--- src/fma_config.svh ---
`ifndef FMA_CONFIG_SVH
`define FMA_CONFIG_SVH

// ----------------------------------------------------------------------
// Binary16 format
// ----------------------------------------------------------------------
`define FMA_EXP_BITS 5
`define FMA_MAN_BITS 10
`define FMA_BIAS     15

// Width of the tag that rides along with each operation
`define FMA_TAG_W    4

// ----------------------------------------------------------------------
// Internal datapath widths
// ----------------------------------------------------------------------
// Precision p, stored mantissa plus hidden bit
`define FMA_PREC     11
// Sum of 3p+4 bits, guard and round included
`define FMA_SUM_W    37
// Signed exponent, wide enough for product and LZC corrections
`define FMA_EXP_W    7
// Shift amounts up to 3p+4
`define FMA_SHAMT_W  6

`endif

--- src/fma_pkg.sv ---
`include "fma_config.svh"

package fma_pkg;

  // Binary16 value in storage layout
  typedef struct packed {
    logic                     sign;
    logic [`FMA_EXP_BITS-1:0] exponent;
    logic [`FMA_MAN_BITS-1:0] mantissa;
  } fp_t;

  // Operand class, exactly one of the first five bits is set
  typedef struct packed {
    logic is_zero;
    logic is_subnormal;
    logic is_normal;
    logic is_inf;
    logic is_nan;
    logic is_signalling;
  } fp_info_t;

  // Exception flags, no divide-by-zero in an FMA
  typedef struct packed {
    logic nv;
    logic of;
    logic uf;
    logic nx;
  } status_t;

  // op_mod flips the addend sign on top of these
  typedef enum logic [1:0] {
    FMADD  = 2'd0,
    FNMSUB = 2'd1,
    ADD    = 2'd2,
    MUL    = 2'd3
  } fma_op_e;

  // Everything the normalizer needs, registered after the adder
  typedef struct packed {
    logic                           eff_sub;
    logic signed [`FMA_EXP_W-1:0]   exp_prod;
    logic signed [`FMA_EXP_W-1:0]   exp_diff;
    logic signed [`FMA_EXP_W-1:0]   tent_exp;
    logic        [`FMA_SHAMT_W-1:0] addend_shamt;
    logic                           sticky;
    logic        [`FMA_SUM_W-1:0]   sum;
    logic                           final_sign;
    logic                           is_special;
    fp_t                            special_result;
    status_t                        special_status;
    logic        [`FMA_TAG_W-1:0]   tag;
  } mid_payload_t;

  // Final result as seen at the unit outputs
  typedef struct packed {
    fp_t                     result;
    status_t                 status;
    logic [`FMA_TAG_W-1:0]   tag;
  } out_payload_t;

endpackage

--- src/fma_pipe_stage.sv ---
`timescale 1ns/1ps

module fma_pipe_stage #(
  parameter type payload_t = logic
) (
  input  logic     clk_i,
  input  logic     rst_n_i,
  input  logic     flush_i,
  // Upstream side
  input  logic     valid_i,
  output logic     ready_o,
  input  payload_t data_i,
  // Downstream side
  output logic     valid_o,
  input  logic     ready_i,
  output payload_t data_o
);

  // Accept when downstream takes our item or we hold a bubble
  assign ready_o = ready_i | ~valid_o;

  // Valid bit, flush drops whatever is held
  always_ff @(posedge clk_i) begin
    if (!rst_n_i || flush_i) begin
      valid_o <= 1'b0;
    end else if (ready_o) begin
      valid_o <= valid_i;
    end
  end

  // Payload only moves on a real transfer
  always_ff @(posedge clk_i) begin
    if (ready_o && valid_i) begin
      data_o <= data_i;
    end
  end

endmodule

--- src/fma_lzc.sv ---
`timescale 1ns/1ps

module fma_lzc #(
  parameter int WIDTH = 25
) (
  input  logic [WIDTH-1:0]         in_i,
  output logic [$clog2(WIDTH)-1:0] cnt_o,
  output logic                     empty_o
);

  localparam int CNT_W = $clog2(WIDTH);

  // Scan upward so the highest set bit wins
  always_comb begin
    cnt_o = '0;
    for (int i = 0; i < WIDTH; i++) begin
      if (in_i[i]) begin
        cnt_o = CNT_W'(WIDTH - 1 - i);
      end
    end
  end

  assign empty_o = ~|in_i;

endmodule

--- src/fma_operand_prep.sv ---
`timescale 1ns/1ps
`include "fma_config.svh"

module fma_operand_prep
  import fma_pkg::*;
(
  input  fp_t      operand_a_i,
  input  fp_t      operand_b_i,
  input  fp_t      operand_c_i,
  input  fma_op_e  op_i,
  input  logic     op_mod_i,
  output fp_t      a_o,
  output fp_t      b_o,
  output fp_t      c_o,
  output fp_info_t info_a_o,
  output fp_info_t info_b_o,
  output fp_info_t info_c_o
);

  // Biased exponent of +1.0
  localparam logic [`FMA_EXP_BITS-1:0] ONE_EXP = `FMA_BIAS;

  // Decode one operand from its exponent and mantissa fields
  function automatic fp_info_t classify(input fp_t x);
    fp_info_t info;
    logic     exp_zero;
    logic     exp_ones;
    logic     man_zero;
    exp_zero           = (x.exponent == '0);
    exp_ones           = (x.exponent == '1);
    man_zero           = (x.mantissa == '0);
    info.is_zero       = exp_zero & man_zero;
    info.is_subnormal  = exp_zero & ~man_zero;
    info.is_normal     = ~exp_zero & ~exp_ones;
    info.is_inf        = exp_ones & man_zero;
    info.is_nan        = exp_ones & ~man_zero;
    // Quiet bit clear means signalling
    info.is_signalling = exp_ones & ~man_zero & ~x.mantissa[`FMA_MAN_BITS-1];
    return info;
  endfunction

  always_comb begin
    a_o      = operand_a_i;
    b_o      = operand_b_i;
    c_o      = operand_c_i;
    info_a_o = classify(operand_a_i);
    info_b_o = classify(operand_b_i);
    info_c_o = classify(operand_c_i);

    // op_mod always negates the addend
    c_o.sign = operand_c_i.sign ^ op_mod_i;

    case (op_i)
      // Negate the product through operand a
      FNMSUB: a_o.sign = ~operand_a_i.sign;
      // 1.0 * b + c
      ADD: begin
        a_o      = '{sign: 1'b0, exponent: ONE_EXP, mantissa: '0};
        info_a_o = '{is_normal: 1'b1, default: 1'b0};
      end
      // a * b + (-0), keeps the sign of an exact zero product
      MUL: begin
        c_o      = '{sign: 1'b1, exponent: '0, mantissa: '0};
        info_c_o = '{is_zero: 1'b1, default: 1'b0};
      end
      // FMADD, operands as given
      default: a_o = operand_a_i;
    endcase
  end

endmodule

--- src/fma_special_case.sv ---
`timescale 1ns/1ps
`include "fma_config.svh"

module fma_special_case
  import fma_pkg::*;
(
  input  fp_t      a_i,
  input  fp_t      b_i,
  input  fp_t      c_i,
  input  fp_info_t info_a_i,
  input  fp_info_t info_b_i,
  input  fp_info_t info_c_i,
  output logic     special_o,
  output fp_t      special_result_o,
  output status_t  special_status_o
);

  // Canonical quiet NaN, 7E00h
  localparam fp_t CANON_NAN = '{sign: 1'b0, exponent: '1,
                                mantissa: {1'b1, {(`FMA_MAN_BITS-1){1'b0}}}};

  logic prod_inf;
  logic prod_sign;
  logic eff_sub;
  logic any_nan;
  logic any_snan;

  assign prod_inf  = info_a_i.is_inf | info_b_i.is_inf;
  assign prod_sign = a_i.sign ^ b_i.sign;
  // Product and addend of opposite sign
  assign eff_sub   = prod_sign ^ c_i.sign;
  assign any_nan   = info_a_i.is_nan | info_b_i.is_nan | info_c_i.is_nan;
  assign any_snan  = info_a_i.is_signalling | info_b_i.is_signalling | info_c_i.is_signalling;

  always_comb begin
    special_o        = 1'b0;
    special_result_o = CANON_NAN;
    special_status_o = '0;

    // inf * 0 is invalid whatever the addend, even a quiet NaN
    if ((info_a_i.is_inf && info_b_i.is_zero) || (info_a_i.is_zero && info_b_i.is_inf)) begin
      special_o           = 1'b1;
      special_status_o.nv = 1'b1;
    end else if (any_nan) begin
      // NaN in, canonical NaN out, NV only for sNaN
      special_o           = 1'b1;
      special_status_o.nv = any_snan;
    end else if (prod_inf && info_c_i.is_inf && eff_sub) begin
      // inf - inf
      special_o           = 1'b1;
      special_status_o.nv = 1'b1;
    end else if (prod_inf) begin
      special_o        = 1'b1;
      special_result_o = '{sign: prod_sign, exponent: '1, mantissa: '0};
    end else if (info_c_i.is_inf) begin
      special_o        = 1'b1;
      special_result_o = '{sign: c_i.sign, exponent: '1, mantissa: '0};
    end
  end

endmodule

--- src/fma_datapath.sv ---
`timescale 1ns/1ps
`include "fma_config.svh"

module fma_datapath
  import fma_pkg::*;
(
  input  fp_t                            a_i,
  input  fp_t                            b_i,
  input  fp_t                            c_i,
  input  fp_info_t                       info_a_i,
  input  fp_info_t                       info_b_i,
  input  fp_info_t                       info_c_i,
  output logic                           eff_sub_o,
  output logic signed [`FMA_EXP_W-1:0]   exp_prod_o,
  output logic signed [`FMA_EXP_W-1:0]   exp_diff_o,
  output logic signed [`FMA_EXP_W-1:0]   tent_exp_o,
  output logic        [`FMA_SHAMT_W-1:0] addend_shamt_o,
  output logic                           sticky_o,
  output logic        [`FMA_SUM_W-1:0]   sum_o,
  output logic                           final_sign_o
);

  localparam int PREC    = `FMA_PREC;
  localparam int SUM_W   = `FMA_SUM_W;
  localparam int EXP_W   = `FMA_EXP_W;
  localparam int SHAMT_W = `FMA_SHAMT_W;
  localparam int BIAS    = `FMA_BIAS;

  // ----------------------------------------------------------------------
  // Exponent path
  // ----------------------------------------------------------------------
  logic signed [EXP_W-1:0] exp_a;
  logic signed [EXP_W-1:0] exp_b;
  logic signed [EXP_W-1:0] exp_c;
  logic                    tent_sign;

  // Subnormals behave as exponent 1 without hidden bit
  assign exp_a = EXP_W'(a_i.exponent) + EXP_W'(info_a_i.is_subnormal);
  assign exp_b = EXP_W'(b_i.exponent) + EXP_W'(info_b_i.is_subnormal);
  assign exp_c = EXP_W'(c_i.exponent) + EXP_W'(!info_c_i.is_normal);

  // Zero product gets the smallest exponent so the addend anchors
  assign exp_prod_o = (info_a_i.is_zero || info_b_i.is_zero) ? EXP_W'(2 - BIAS)
                                                             : EXP_W'(exp_a + exp_b - BIAS);
  assign exp_diff_o = exp_c - exp_prod_o;
  assign tent_exp_o = (exp_diff_o > 0) ? exp_c : exp_prod_o;

  assign eff_sub_o  = a_i.sign ^ b_i.sign ^ c_i.sign;
  // Product sign is the first guess for the result sign
  assign tent_sign  = a_i.sign ^ b_i.sign;

  // Addend right shift, saturated at both ends
  always_comb begin
    if (exp_diff_o <= -(2 * PREC + 1)) begin
      // Addend lands entirely in the sticky bit
      addend_shamt_o = SHAMT_W'(3 * PREC + 4);
    end else if (exp_diff_o <= PREC + 2) begin
      addend_shamt_o = SHAMT_W'(PREC + 3 - exp_diff_o);
    end else begin
      // Addend anchored, product only affects the low bits
      addend_shamt_o = '0;
    end
  end

  // ----------------------------------------------------------------------
  // Mantissa path
  // ----------------------------------------------------------------------
  logic [PREC-1:0]       man_a;
  logic [PREC-1:0]       man_b;
  logic [PREC-1:0]       man_c;
  logic [2*PREC-1:0]     product;
  logic [SUM_W-1:0]      product_shifted;
  logic [SUM_W+PREC-1:0] addend_wide;
  logic [SUM_W-1:0]      addend_aligned;
  logic [PREC-1:0]       addend_sticky;
  logic [SUM_W-1:0]      addend_inv;
  logic                  inject_carry;
  logic [SUM_W:0]        sum_raw;
  logic [SUM_W:0]        sum_neg;

  // Hidden bit from the class
  assign man_a = {info_a_i.is_normal, a_i.mantissa};
  assign man_b = {info_b_i.is_normal, b_i.mantissa};
  assign man_c = {info_c_i.is_normal, c_i.mantissa};

  assign product = man_a * man_b;

  // Layout is p+2 zeros, 2p product bits, then round and sticky slots
  assign product_shifted = {{(PREC + 2){1'b0}}, product, 2'b00};

  // Up to p bits fall off the bottom into the sticky bit
  assign addend_wide = {man_c, {SUM_W{1'b0}}} >> addend_shamt_o;
  assign {addend_aligned, addend_sticky} = addend_wide;
  assign sticky_o = |addend_sticky;

  // Two's complement of the addend, carry-in dropped if bits were lost
  assign addend_inv   = eff_sub_o ? ~addend_aligned : addend_aligned;
  assign inject_carry = eff_sub_o & ~sticky_o;

  // ----------------------------------------------------------------------
  // Adder and sign fix
  // ----------------------------------------------------------------------
  assign sum_raw = product_shifted + addend_inv + inject_carry;
  assign sum_neg = -sum_raw;

  // No carry out on a subtraction means the addend won
  assign sum_o        = (eff_sub_o && !sum_raw[SUM_W]) ? sum_neg[SUM_W-1:0]
                                                       : sum_raw[SUM_W-1:0];
  assign final_sign_o = eff_sub_o ? (sum_raw[SUM_W] == tent_sign) : tent_sign;

endmodule

--- src/fma_normalize_round.sv ---
`timescale 1ns/1ps
`include "fma_config.svh"

module fma_normalize_round
  import fma_pkg::*;
(
  input  mid_payload_t mid_i,
  output out_payload_t out_o
);

  localparam int PREC     = `FMA_PREC;
  localparam int SUM_W    = `FMA_SUM_W;
  localparam int EXP_W    = `FMA_EXP_W;
  localparam int SHAMT_W  = `FMA_SHAMT_W;
  localparam int EXP_BITS = `FMA_EXP_BITS;
  localparam int MAN_BITS = `FMA_MAN_BITS;
  localparam int ABS_W    = EXP_BITS + MAN_BITS;
  // Only the low 2p+3 sum bits can hold a cancellation
  localparam int LOW_W    = 2 * PREC + 3;
  localparam int LZC_W    = $clog2(LOW_W);

  // ----------------------------------------------------------------------
  // Normalization
  // ----------------------------------------------------------------------
  logic signed [EXP_W-1:0] exp_prod;
  logic signed [EXP_W-1:0] exp_diff;
  logic [LZC_W-1:0]        lz_cnt;
  logic signed [LZC_W:0]   lz_cnt_sgn;
  logic                    lz_empty;
  logic [SHAMT_W-1:0]      norm_shamt;
  logic signed [EXP_W-1:0] norm_exp;
  logic [SUM_W:0]          sum_shifted;
  logic [PREC:0]           final_man;
  logic [LOW_W-1:0]        sticky_bits;
  logic signed [EXP_W-1:0] final_exp;
  logic                    sticky_norm;

  assign exp_prod = mid_i.exp_prod;
  assign exp_diff = mid_i.exp_diff;

  fma_lzc #(
    .WIDTH (LOW_W)
  ) u_lzc (
    .in_i    (mid_i.sum[LOW_W-1:0]),
    .cnt_o   (lz_cnt),
    .empty_o (lz_empty)
  );

  assign lz_cnt_sgn = $signed({1'b0, lz_cnt});

  always_comb begin
    // Product anchored or possible cancellation
    if ((exp_diff <= 0) || (mid_i.eff_sub && (exp_diff <= 2))) begin
      if ((exp_prod - lz_cnt_sgn + 1 >= 0) && !lz_empty) begin
        // Undo the product offset and strip the leading zeros
        norm_shamt = SHAMT_W'(PREC + 2 + lz_cnt);
        norm_exp   = EXP_W'(exp_prod - lz_cnt_sgn + 1);
      end else begin
        // Subnormal result, stop the shift at the minimum exponent
        norm_shamt = SHAMT_W'(PREC + 2 + exp_prod);
        norm_exp   = '0;
      end
    end else begin
      // Addend anchored, simply reverse the alignment
      norm_shamt = mid_i.addend_shamt;
      norm_exp   = mid_i.tent_exp;
    end
  end

  assign sum_shifted = {1'b0, mid_i.sum} << norm_shamt;

  // One-bit fixup, leading one may sit one place either side
  always_comb begin
    {final_man, sticky_bits} = sum_shifted[SUM_W-1:0];
    final_exp                = norm_exp;
    if (sum_shifted[SUM_W]) begin
      {final_man, sticky_bits} = sum_shifted[SUM_W:1];
      final_exp                = EXP_W'(norm_exp + 1);
    end else if (!sum_shifted[SUM_W-1] && (norm_exp > 1)) begin
      {final_man, sticky_bits} = {sum_shifted[SUM_W-2:0], 1'b0};
      final_exp                = EXP_W'(norm_exp - 1);
    end else if (!sum_shifted[SUM_W-1]) begin
      // Still no hidden bit, so subnormal
      final_exp = '0;
    end
  end

  assign sticky_norm = (|sticky_bits) | mid_i.sticky;

  // ----------------------------------------------------------------------
  // Rounding, round to nearest even only
  // ----------------------------------------------------------------------
  logic                of_before;
  logic [EXP_BITS-1:0] pre_exp;
  logic [MAN_BITS-1:0] pre_man;
  logic [ABS_W-1:0]    pre_abs;
  logic [1:0]          round_sticky;
  logic                round_up;
  logic [ABS_W-1:0]    rounded_abs;
  logic                exact_zero;
  logic                rounded_sign;
  logic                of_after;
  logic                uf_after;
  logic                of_any;
  logic                inexact;
  fp_t                 regular_result;
  status_t             regular_status;

  // All-ones exponent is already infinity
  assign of_before = final_exp >= (2**EXP_BITS - 1);

  // On overflow start from the largest finite value and force a round-up
  assign pre_exp      = of_before ? EXP_BITS'(2**EXP_BITS - 2) : final_exp[EXP_BITS-1:0];
  assign pre_man      = of_before ? '1 : final_man[MAN_BITS:1];
  assign pre_abs      = {pre_exp, pre_man};
  assign round_sticky = of_before ? 2'b11 : {final_man[0], sticky_norm};

  // Ties go to the even neighbour
  assign round_up    = round_sticky[1] & (round_sticky[0] | pre_man[0]);
  assign rounded_abs = pre_abs + ABS_W'(round_up);

  // x - x gives +0 under RNE
  assign exact_zero   = (pre_abs == '0) && (round_sticky == 2'b00);
  assign rounded_sign = (exact_zero && mid_i.eff_sub) ? 1'b0 : mid_i.final_sign;

  assign of_after = (rounded_abs[ABS_W-1:MAN_BITS] == '1);
  assign uf_after = (rounded_abs[ABS_W-1:MAN_BITS] == '0);

  assign of_any  = of_before | of_after;
  assign inexact = (|round_sticky) | of_any;

  assign regular_result = {rounded_sign, rounded_abs};
  // Underflow only for tiny results that also lost bits
  assign regular_status = '{nv: 1'b0, of: of_any, uf: uf_after & inexact, nx: inexact};

  // ----------------------------------------------------------------------
  // Result selection
  // ----------------------------------------------------------------------
  assign out_o.result = mid_i.is_special ? mid_i.special_result : regular_result;
  assign out_o.status = mid_i.is_special ? mid_i.special_status : regular_status;
  assign out_o.tag    = mid_i.tag;

endmodule

--- src/fma_unit.sv ---
`timescale 1ns/1ps
`include "fma_config.svh"

module fma_unit
  import fma_pkg::*;
(
  input  logic                  clk_i,
  input  logic                  rst_n_i,
  // Input handshake and operands
  input  logic                  in_valid_i,
  output logic                  in_ready_o,
  input  fp_t                   operand_a_i,
  input  fp_t                   operand_b_i,
  input  fp_t                   operand_c_i,
  input  fma_op_e               op_i,
  input  logic                  op_mod_i,
  input  logic [`FMA_TAG_W-1:0] tag_i,
  input  logic                  flush_i,
  // Result and output handshake
  output fp_t                   result_o,
  output status_t               status_o,
  output logic [`FMA_TAG_W-1:0] tag_o,
  output logic                  out_valid_o,
  input  logic                  out_ready_i,
  output logic                  busy_o
);

  // ----------------------------------------------------------------------
  // Operand prep, special cases and adder
  // ----------------------------------------------------------------------
  fp_t                           a, b, c;
  fp_info_t                      info_a, info_b, info_c;
  logic                          special;
  fp_t                           special_result;
  status_t                       special_status;
  logic                          eff_sub;
  logic signed [`FMA_EXP_W-1:0]  exp_prod, exp_diff, tent_exp;
  logic        [`FMA_SHAMT_W-1:0] addend_shamt;
  logic                          sticky;
  logic        [`FMA_SUM_W-1:0]  sum;
  logic                          final_sign;

  fma_operand_prep u_operand_prep (
    .operand_a_i (operand_a_i),
    .operand_b_i (operand_b_i),
    .operand_c_i (operand_c_i),
    .op_i        (op_i),
    .op_mod_i    (op_mod_i),
    .a_o         (a),
    .b_o         (b),
    .c_o         (c),
    .info_a_o    (info_a),
    .info_b_o    (info_b),
    .info_c_o    (info_c)
  );

  fma_special_case u_special_case (
    .a_i              (a),
    .b_i              (b),
    .c_i              (c),
    .info_a_i         (info_a),
    .info_b_i         (info_b),
    .info_c_i         (info_c),
    .special_o        (special),
    .special_result_o (special_result),
    .special_status_o (special_status)
  );

  fma_datapath u_datapath (
    .a_i            (a),
    .b_i            (b),
    .c_i            (c),
    .info_a_i       (info_a),
    .info_b_i       (info_b),
    .info_c_i       (info_c),
    .eff_sub_o      (eff_sub),
    .exp_prod_o     (exp_prod),
    .exp_diff_o     (exp_diff),
    .tent_exp_o     (tent_exp),
    .addend_shamt_o (addend_shamt),
    .sticky_o       (sticky),
    .sum_o          (sum),
    .final_sign_o   (final_sign)
  );

  // ----------------------------------------------------------------------
  // Stage registers and normalization
  // ----------------------------------------------------------------------
  mid_payload_t mid_d, mid_q;
  out_payload_t out_d, out_q;
  logic         mid_valid;
  logic         mid_ready;

  assign mid_d = '{eff_sub:        eff_sub,
                   exp_prod:       exp_prod,
                   exp_diff:       exp_diff,
                   tent_exp:       tent_exp,
                   addend_shamt:   addend_shamt,
                   sticky:         sticky,
                   sum:            sum,
                   final_sign:     final_sign,
                   is_special:     special,
                   special_result: special_result,
                   special_status: special_status,
                   tag:            tag_i};

  fma_pipe_stage #(
    .payload_t (mid_payload_t)
  ) mid_stage (
    .clk_i   (clk_i),
    .rst_n_i (rst_n_i),
    .flush_i (flush_i),
    .valid_i (in_valid_i),
    .ready_o (in_ready_o),
    .data_i  (mid_d),
    .valid_o (mid_valid),
    .ready_i (mid_ready),
    .data_o  (mid_q)
  );

  fma_normalize_round u_normalize_round (
    .mid_i (mid_q),
    .out_o (out_d)
  );

  // Ready flows back from the output port
  fma_pipe_stage #(
    .payload_t (out_payload_t)
  ) out_stage (
    .clk_i   (clk_i),
    .rst_n_i (rst_n_i),
    .flush_i (flush_i),
    .valid_i (mid_valid),
    .ready_o (mid_ready),
    .data_i  (out_d),
    .valid_o (out_valid_o),
    .ready_i (out_ready_i),
    .data_o  (out_q)
  );

  assign result_o = out_q.result;
  assign status_o = out_q.status;
  assign tag_o    = out_q.tag;
  // Anything held in either stage
  assign busy_o   = mid_valid | out_valid_o;

endmodule

--- config.mk ---
export PLATFORM = sky130hd
export DESIGN_NAME = fma_unit
export DESIGN_NICKNAME = d
export VERILOG_FILES = /design/src/fma_pkg.sv /design/src/fma_pipe_stage.sv /design/src/fma_lzc.sv /design/src/fma_operand_prep.sv /design/src/fma_special_case.sv /design/src/fma_datapath.sv /design/src/fma_normalize_round.sv /design/src/fma_unit.sv
export VERILOG_INCLUDE_DIRS = /design/src
export SDC_FILE = /design/constraint.sdc
export NUM_CORES = 1
export LEC_CHECK = 0
export BUFFER_PORTS_ARGS = -buffer_cell sky130_fd_sc_hd__buf_2
export CORE_ASPECT_RATIO = 1.25
export CORE_MARGIN = 3
export CORE_UTILIZATION = 35
export DETAILED_ROUTE_END_ITERATION = 7
export GPL_TIMING_DRIVEN = 0
export SETUP_SLACK_MARGIN = 0.1
export SLEW_MARGIN = 20
export SYNTH_ARGS = -nofsm -noshare
export SYNTH_HDL_FRONTEND = slang
export SYNTH_HIERARCHICAL = 1
export SYNTH_SLANG_ARGS = --single-unit
--- constraint.sdc ---
create_clock -name clk_i -period 9.8 [get_ports clk_i]
set_input_delay 0 -clock clk_i [delete_from_list [all_inputs] [get_ports clk_i]]
set_output_delay 0 -clock clk_i [all_outputs]
set_load 0.02 [all_outputs]
# After elaboration in Yosys (flattened, before gate mapping)
# Index checks and enable logic that the tools add are counted.
totals:
  rom_bits: 0
  latchBits: 0
  mem_count: 0
  input_bits: 60
  ramBits: 0
  reg_bits: 115
  out_inout_bits: 27
classes:
  div_mod_pow: 0
  bitwise_logic: 51
  shift: 2
  order_cmp: 8
  n_addsub: 17
  n_eq_ne: 8
  muxes: 58
  multipliers: 1
  reduce_logical: 35
op_table:
  columns: ["operator", "n"]
  rows:
  - ["$mux 5", 26]
  - ["$mux 37", 2]
  - ["$mux 16", 4]
  - ["$mux 25", 2]
  - ["$reduce_or 25->1", 2]
  - ["$mux 7", 7]
  - ["$shr 48x6->48", 1]
  - ["$add 24x37->38", 1]
  - ["$add 38x1->38", 1]
  - ["$shl 37x6->38", 1]
  - ["$neg 37->37", 1]
  - ["$not 37->37", 1]
  - ["$add 32x2->32 const B", 1]
  - ["$ge 32x1->1 const B", 1]
  - ["$logic_not 10->1", 3]
  - ["$mux 6", 5]
  - ["$mul 11x11->22", 1]
  - ["$mux 11", 2]
  - ["$eq 5x5->1 const B", 4]
  - ["$logic_not 5->1", 4]
  - ["$and 1x1->1", 19]
  - ["$add 5x1->6", 3]
  - ["$not 1->1", 16]
  - ["$add 15x1->15", 1]
  - ["36 further kinds", 71]

# Longest topological paths before layout
# Gate-level depths: netlist of run 1.
depth:
  word_depth: 46
  ltp_mapped: 52

# Modules after synthesis
# Netlist of run 1, hierarchy kept.
modules_own_cells:
  columns: ["mod", "area_per_inst_um2", "n_inst", "cells_per_inst"]
  rows:
  - ["fma_datapath", 9445.3, 1, 1301]
  - ["fma_normalize_round", 6183.4, 1, 918]
  - ["fma_pipe_stage (mid_stage)", 2824.0, 1, 98]
  - ["fma_pipe_stage (out_stage)", 782.0, 1, 30]
  - ["fma_operand_prep", 661.9, 1, 106]
  - ["fma_lzc", 307.8, 1, 51]
  - ["fma_special_case", 255.2, 1, 35]
  - ["fma_unit", 6.3, 1, 1]

# Worst setup path after synthesis of run 1
# OpenSTA, ideal clock, no wires.
synth_path:
  kind: "input port to flip-flop"
  startpoint: "input port op_i[0]"
  endpoint: "register mid_stage/data_o[62] in the netlist's numbering (data pin)"
  t_arrival_ps: 9092
  setup_ps: 260
  setup_slack_ps: 448
  cell_stages: 42
  required_time_ps: 9540
  path_cell_list: "inv_1 ha_1 or2_2 nand2b_1 nor2_1 inv_1 ha_1 fa_1 inv_1 fa_1 nor2_1 inv_1 fa_1 nor2b_4 o31a_4 mux2_4 a32oi_2 a31oi_1 [6 not listed] a32o_1 nor2_1 ha_1 ha_1 a21oi_1 o21ai_0 a21oi_1 o211a_1 o211ai_1 and3_1 a31oi_1 a211o_1 a2111oi_0 o21ai_1 or3_4 a211oi_4 a41oi_1 xnor2_1"
synth_rtl:
  columns: ["element", "line_no", "rtl"]
  rows:
  - ["start, declared", "fma_unit.sv:15", "input fma_op_e op_i,"]
  - ["end signal, assigned", "fma_pipe_stage.sv:34", "data_o <= data_i;"]
  - ["end, declared", "fma_pipe_stage.sv:16", "output payload_t data_o"]

==> impl_metrics.py, run 1 <==
metrics = {
    "critical_path": {
        "reg2reg_slack_ns": 0.72,
        "cp_slowest_cell": "a211oi_1",
        "cp-start-kind": "input port",
        "r2r_cells": 36,
        "r2r-end": "out_stage/data_o[5]",
        "worstPathRequired_ns": 9.94,
        "critPathKind": "in2reg",
        "cp.arrival_ns": 9.64,
        "cp_max_fo": 10,
        "setup.worst_path.end_class": "register",
        "cpPeakStageDelay_ns": 0.65,
        "r2r_start": "mid_stage/data_o[28]",
    },
    "sta": {
        "min_period_over_period": 0.969,
        "fin_skew_ns": 0.0136,
        "hold_viol": 0,
        "slew_headroom": 0.325,
        "fin_crit_ns": 9.50,
        "setup_viol": 0,
        "worstMarginPinSlew_ns": 1.01,
        "fmax_mhz": 105,
        "finalWorstSetupSlack_ns": 0.300,
        "drv_slew": 0,
        "hold-worst-slack_ns": 0.202,
    },
    "place": {
        "post-place-ws_ns": -1.54,
        "dp_hpwl_um": 58600,
        "gp_congestion": 0.967,
        "io_buffers": 85,
    },
    "cells_and_area": {
        "layout_commonest_cell": "nand2_1",
        "fillers": 5843,
        "final_util": 0.407,
        "drive_gt1_frac": 0.162,
        "nets": 2974,
        "final_cell_mix": "nand2_1, nor2_1, mux2i_1",
        "syn_to_final_growth_pct": 14.4,
        "n_antenna_cell": 0,
    },
    "grt": {
        "met2_usage": 0.422,
        "grt_antenna_before_repair": 0,
        "busiest_layer": "met2",
        "use_met3": 0.0167,
        "grt-ovfl-total": 0,
        "grt_pass1_wl_um": 112000,
        "grt_use_total": 0.225,
        "grt_max_degree": 93,
        "use_met1": 0.252,
        "grt_pass1_vias": 20000,
    },
    "logic_synthesis": {
        "syn_area_mm2": 0.0205,
        "ys_warn_count": 6,
        "synthCells": 2538,
        "synth.avg_cell_area_um2": 8.06,
    },
    "detailed_routing": {
        "antenna_left": 0,
        "drt-wirelength-per-cell_um": 20.8,
        "vias_per_cell": 5.79,
        "num_vias": 20100,
        "dr.pass1.iters": 6,
        "drtIter0Drc": 1701,
        "wirelength_um": 72200,
        "drc": 0,
    },
    "worst_hold_path": {
        "hp-start": "operand_b_i[15]",
        "hold_end": "mid_stage/data_o[23]",
        "holdPathStages": 3,
        "min_path_type": "in2reg",
    },
    "run_status": {
        "outcome": "complete, no violations",
    },
    "cts": {
        "clockBufferDepth": 2,
        "insertion_delay_ns": 0.42,
        "clk_pin_slew_worst_paths_ns": 0.05,
        "numCtsBuffers": 17,
        "htreeDepth": 4,
        "clkSinkCount": 118,
        "cts_root_buf": "clkbuf_16",
        "cts_tree": "yes",
    },
    "die": {
        "start_util": 0.356,
        "core-area_mm2": 0.0575,
        "row_count": 98,
        "ioPinCount": 87,
        "die_w_um": 222,
        "die_area_mm2": 0.0614,
        "die_height_um": 276,
    },
    "flow_run": {
        "max_cap_viol_count": 0,
    },
}
metal layers:
| metal | part of all wire | routed length (um) |
|---|---|---|
| met1 | 0.39 | 27800 |
| met2 | 0.52 | 37500 |
| met3 | 0.038 | 2730 |
| met4 | 0.057 | 4100 |
| met5 | 0 | 0 |
metrics by stage:
step | cell area, um^2 | cells | setup TNS, ns
floorplan | 20500 | 2553 | 0
global placement | 21900 | 3388 | -34.37
detailed placement | 21900 | 3391 | -25.20
CTS | 22700 | 3441 | 0
global route | 23400 | 3467 | -0.00135
finish | 23400 | 3467 | 0
state kept, by name (all words and copies together) (netlist names):
register           count
mid_stage/valid_o      1
mid_stage/data_o      92
out_stage/data_o      24
out_stage/valid_o      1
worst max path at each step:
stage	startpoint	endpoint	slack [ns]	depth (start not counted)
finish	op_i[0]	mid_stage/data_o[55]	0.30	45
global route	op_i[0]	mid_stage/data_o[55]	-0.001	50
CTS	op_i[0]	mid_stage/data_o[62]	0.08	45
detailed placement	op_i[0]	mid_stage/data_o[62]	-1.54	45
global placement	op_i[0]	mid_stage/data_o[62]	-1.71	47
floorplan	op_i[0]	mid_stage/data_o[62]	0.45	42
timing repair:
item | 4_1_cts | 5_1_grt
endpoints found under the hold margin | 6 | 0
resized for setup | 28 | 137
pin swaps | 8 | 29
buffers inserted | 9 | 26
hold buffers | 9 | 0
endpoints found under the setup margin | 38 | 46
worst max-delay path, delay by kind of cell:
| kind | cells | cell delay (ns) |
|---|---|---|
| AO/OA/AOI/OAI | 15 | 3.82 |
| AND/OR/NAND/NOR | 11 | 2.03 |
| adder cells (fa/ha/maj) | 6 | 1.87 |
| buffers and inverters | 10 | 1.30 |
| multiplexers | 1 | 0.32 |
| XOR/XNOR | 2 | 0.25 |
area by class of cell:
class / count / area (um^2) / share of cell area
buffer: 174 / 998 / 0.0427
clock buffer: 17 / 425 / 0.0182
clock inverter: 15 / 129 / 0.00551
inverter: 175 / 664 / 0.0284
multi-input combinational: 2086 / 15900 / 0.679
sequential: 118 / 3520 / 0.151
tap: 750 / 938 / 0.0401
timing repair buffer: 132 / 828 / 0.0354
Power of run 1 is left out: the tool's default activity adds up to more than one toggle a clock period on the data nets, which glitch-free logic cannot reach.
==> run 2, diff against run 1 <==
==> constraint.sdc (replaced) <==
create_clock -name clk_i -period 11.95 [get_ports clk_i]
set_input_delay 0 -clock clk_i [delete_from_list [all_inputs] [get_ports clk_i]]
set_output_delay 0 -clock clk_i [all_outputs]
set_load 0.02 [all_outputs]
==> run 2 against run 1 <==
  * Via count decreased by 0.78%
  * Non-clock buffer count decreased by 34
  * Die area unchanged
  * Sequential share of layout area increased by 0.55 points
  * Register-to-register slack improved by 1.1 ns
  * Clock-buffer cell count unchanged
  * Sequential cell count unchanged
  * Setup slack improved by 0.55 ns
==> impl_metrics.py, run 2 (synthesized netlist as in run 1, its figures left out) <==
metrics = {
    "place": {
        "gp_congestion": 0.967,
        "post-place-ws_ns": 0.612,
        "io_buffers": 85,
        "dp_hpwl_um": 58600,
    },
    "cts": {
        "clockBufferDepth": 2,
        "postCtsHoldBufs": 9,
        "clk_pin_slew_worst_paths_ns": 0.05,
        "htreeDepth": 4,
        "cts_tree": "yes",
        "post_cts_resized": 0,
        "post_cts_buffers": 0,
        "numCtsBuffers": 17,
        "insertion_delay_ns": 0.42,
        "cts_root_buf": "clkbuf_16",
        "clkSinkCount": 118,
    },
    "critical_path": {
        "worstPathRequired_ns": 12.10,
        "cp.arrival_ns": 11.25,
        "setup.worst_path.end_class": "register",
        "r2r_cells": 34,
        "cpPeakStageDelay_ns": 0.71,
        "cp_max_fo": 6,
        "cp-start-kind": "input port",
        "critPathKind": "in2reg",
        "cp_slowest_cell": "a222oi_1",
    },
    "grt": {
        "grt_pass1_vias": 19900,
        "grt_pass1_wl_um": 111000,
        "busiest_layer": "met2",
        "grt_max_degree": 93,
        "grt_use_total": 0.224,
        "met2_usage": 0.421,
        "use_met1": 0.251,
        "use_met3": 0.0171,
        "grt_antenna_before_repair": 0,
        "grt-ovfl-total": 0,
    },
    "die": {
        "die_area_mm2": 0.0614,
        "die_height_um": 276,
        "row_count": 98,
        "core-area_mm2": 0.0575,
        "ioPinCount": 87,
        "start_util": 0.356,
        "die_w_um": 222,
    },
    "cells_and_area": {
        "largest_reg_flops": 92,
        "drive_gt1_frac": 0.117,
        "reg_top3": "mid_stage/data_o: 92 flops, out_stage/data_o: 24 flops",
        "syn_to_final_growth_pct": 10.3,
        "nets": 2940,
        "top_register": "mid_stage/data_o",
        "layout_commonest_cell": "nand2_1",
        "n_antenna_cell": 0,
        "final_cell_mix": "nand2_1, nor2_1, mux2i_1",
    },
    "worst_hold_path": {
        "holdPathStages": 3,
        "min_path_type": "in2reg",
    },
    "sta": {
        "min_period_over_period": 0.929,
        "fmax_mhz": 90.1,
        "slew_headroom": 0.334,
        "drv_slew": 0,
        "worstMarginPinSlew_ns": 0.993,
        "finalWorstSetupSlack_ns": 0.850,
        "hold_viol": 0,
        "setup_viol": 0,
        "fin_crit_ns": 11.10,
        "grt_setup_unrepaired": "no",
        "fin_skew_ns": 0.0188,
        "tns_ns": 0,
    },
    "detailed_routing": {
        "vias_per_cell": 5.81,
        "drt-wirelength-per-cell_um": 20.8,
        "dr.pass1.iters": 6,
        "wirelength_um": 71300,
        "antenna_left": 0,
        "drc": 0,
        "num_vias": 19900,
        "drtIter0Drc": 1751,
    },
    "flow_run": {
        "max_cap_viol_count": 0,
    },
    "run_status": {
        "outcome": "complete, no violations",
    },
}
## run 2: cell count changes in the layout (fill, tap and decap cells not counted), sizes merged
cell    before  now
clkbuf      85   84
buf        229  196
## run 2: routing by layer
layer	up-vias	part of all wire
li1	9385	-
met1	9650	0.39
met2	713	0.52
met3	184	0.038
met4	0	0.056
met5	-	0
## run 2: final timing paths
path	startpoint	to	slack (ns)
worst max-delay path	op_i[0]	mid_stage/data_o[62]	0.85
worst min-delay path	operand_b_i[15]	mid_stage/data_o[23]	0.20
worst max register to register	mid_stage/data_o[28]	out_stage/data_o[5]	1.83
worst min register to register	mid_stage/data_o[3]	out_stage/data_o[3]	0.50
## run 2: layout make-up
class	instances	area, um^2
multi-input cells	2086	15400
clock buffers	17	425
fillers	5910	34900
inverters	175	657
repair buffers	98	558
flip-flops and latches	118	3520
clock inverters	15	129
well taps	750	938
plain buffers	174	943
## run 2: worst max-delay path: cells and delay by family
kind,cells,cell delay [ns]
multiplexers,3,0.88
adder cells (fa/ha/maj),7,2.28
buffers and inverters,6,0.75
AO/OA/AOI/OAI,15,4.10
XOR/XNOR,2,0.37
AND/OR/NAND/NOR,12,2.85
## run 2: through the flow
step                      utilization  hold WS (ns)  std cells  instance area (um^2)
final                           0.392         0.204       3433                 22600
after global routing            0.392         0.201       3433                 22600
after CTS                       0.392         0.178       3432                 22500
after detailed placement        0.381         0.178       3391                 21900
after global placement          0.380         0.179       3388                 21900
after floorplan                     -        0.0989       2553                 20500
Power of run 2 is left out for the same reason.
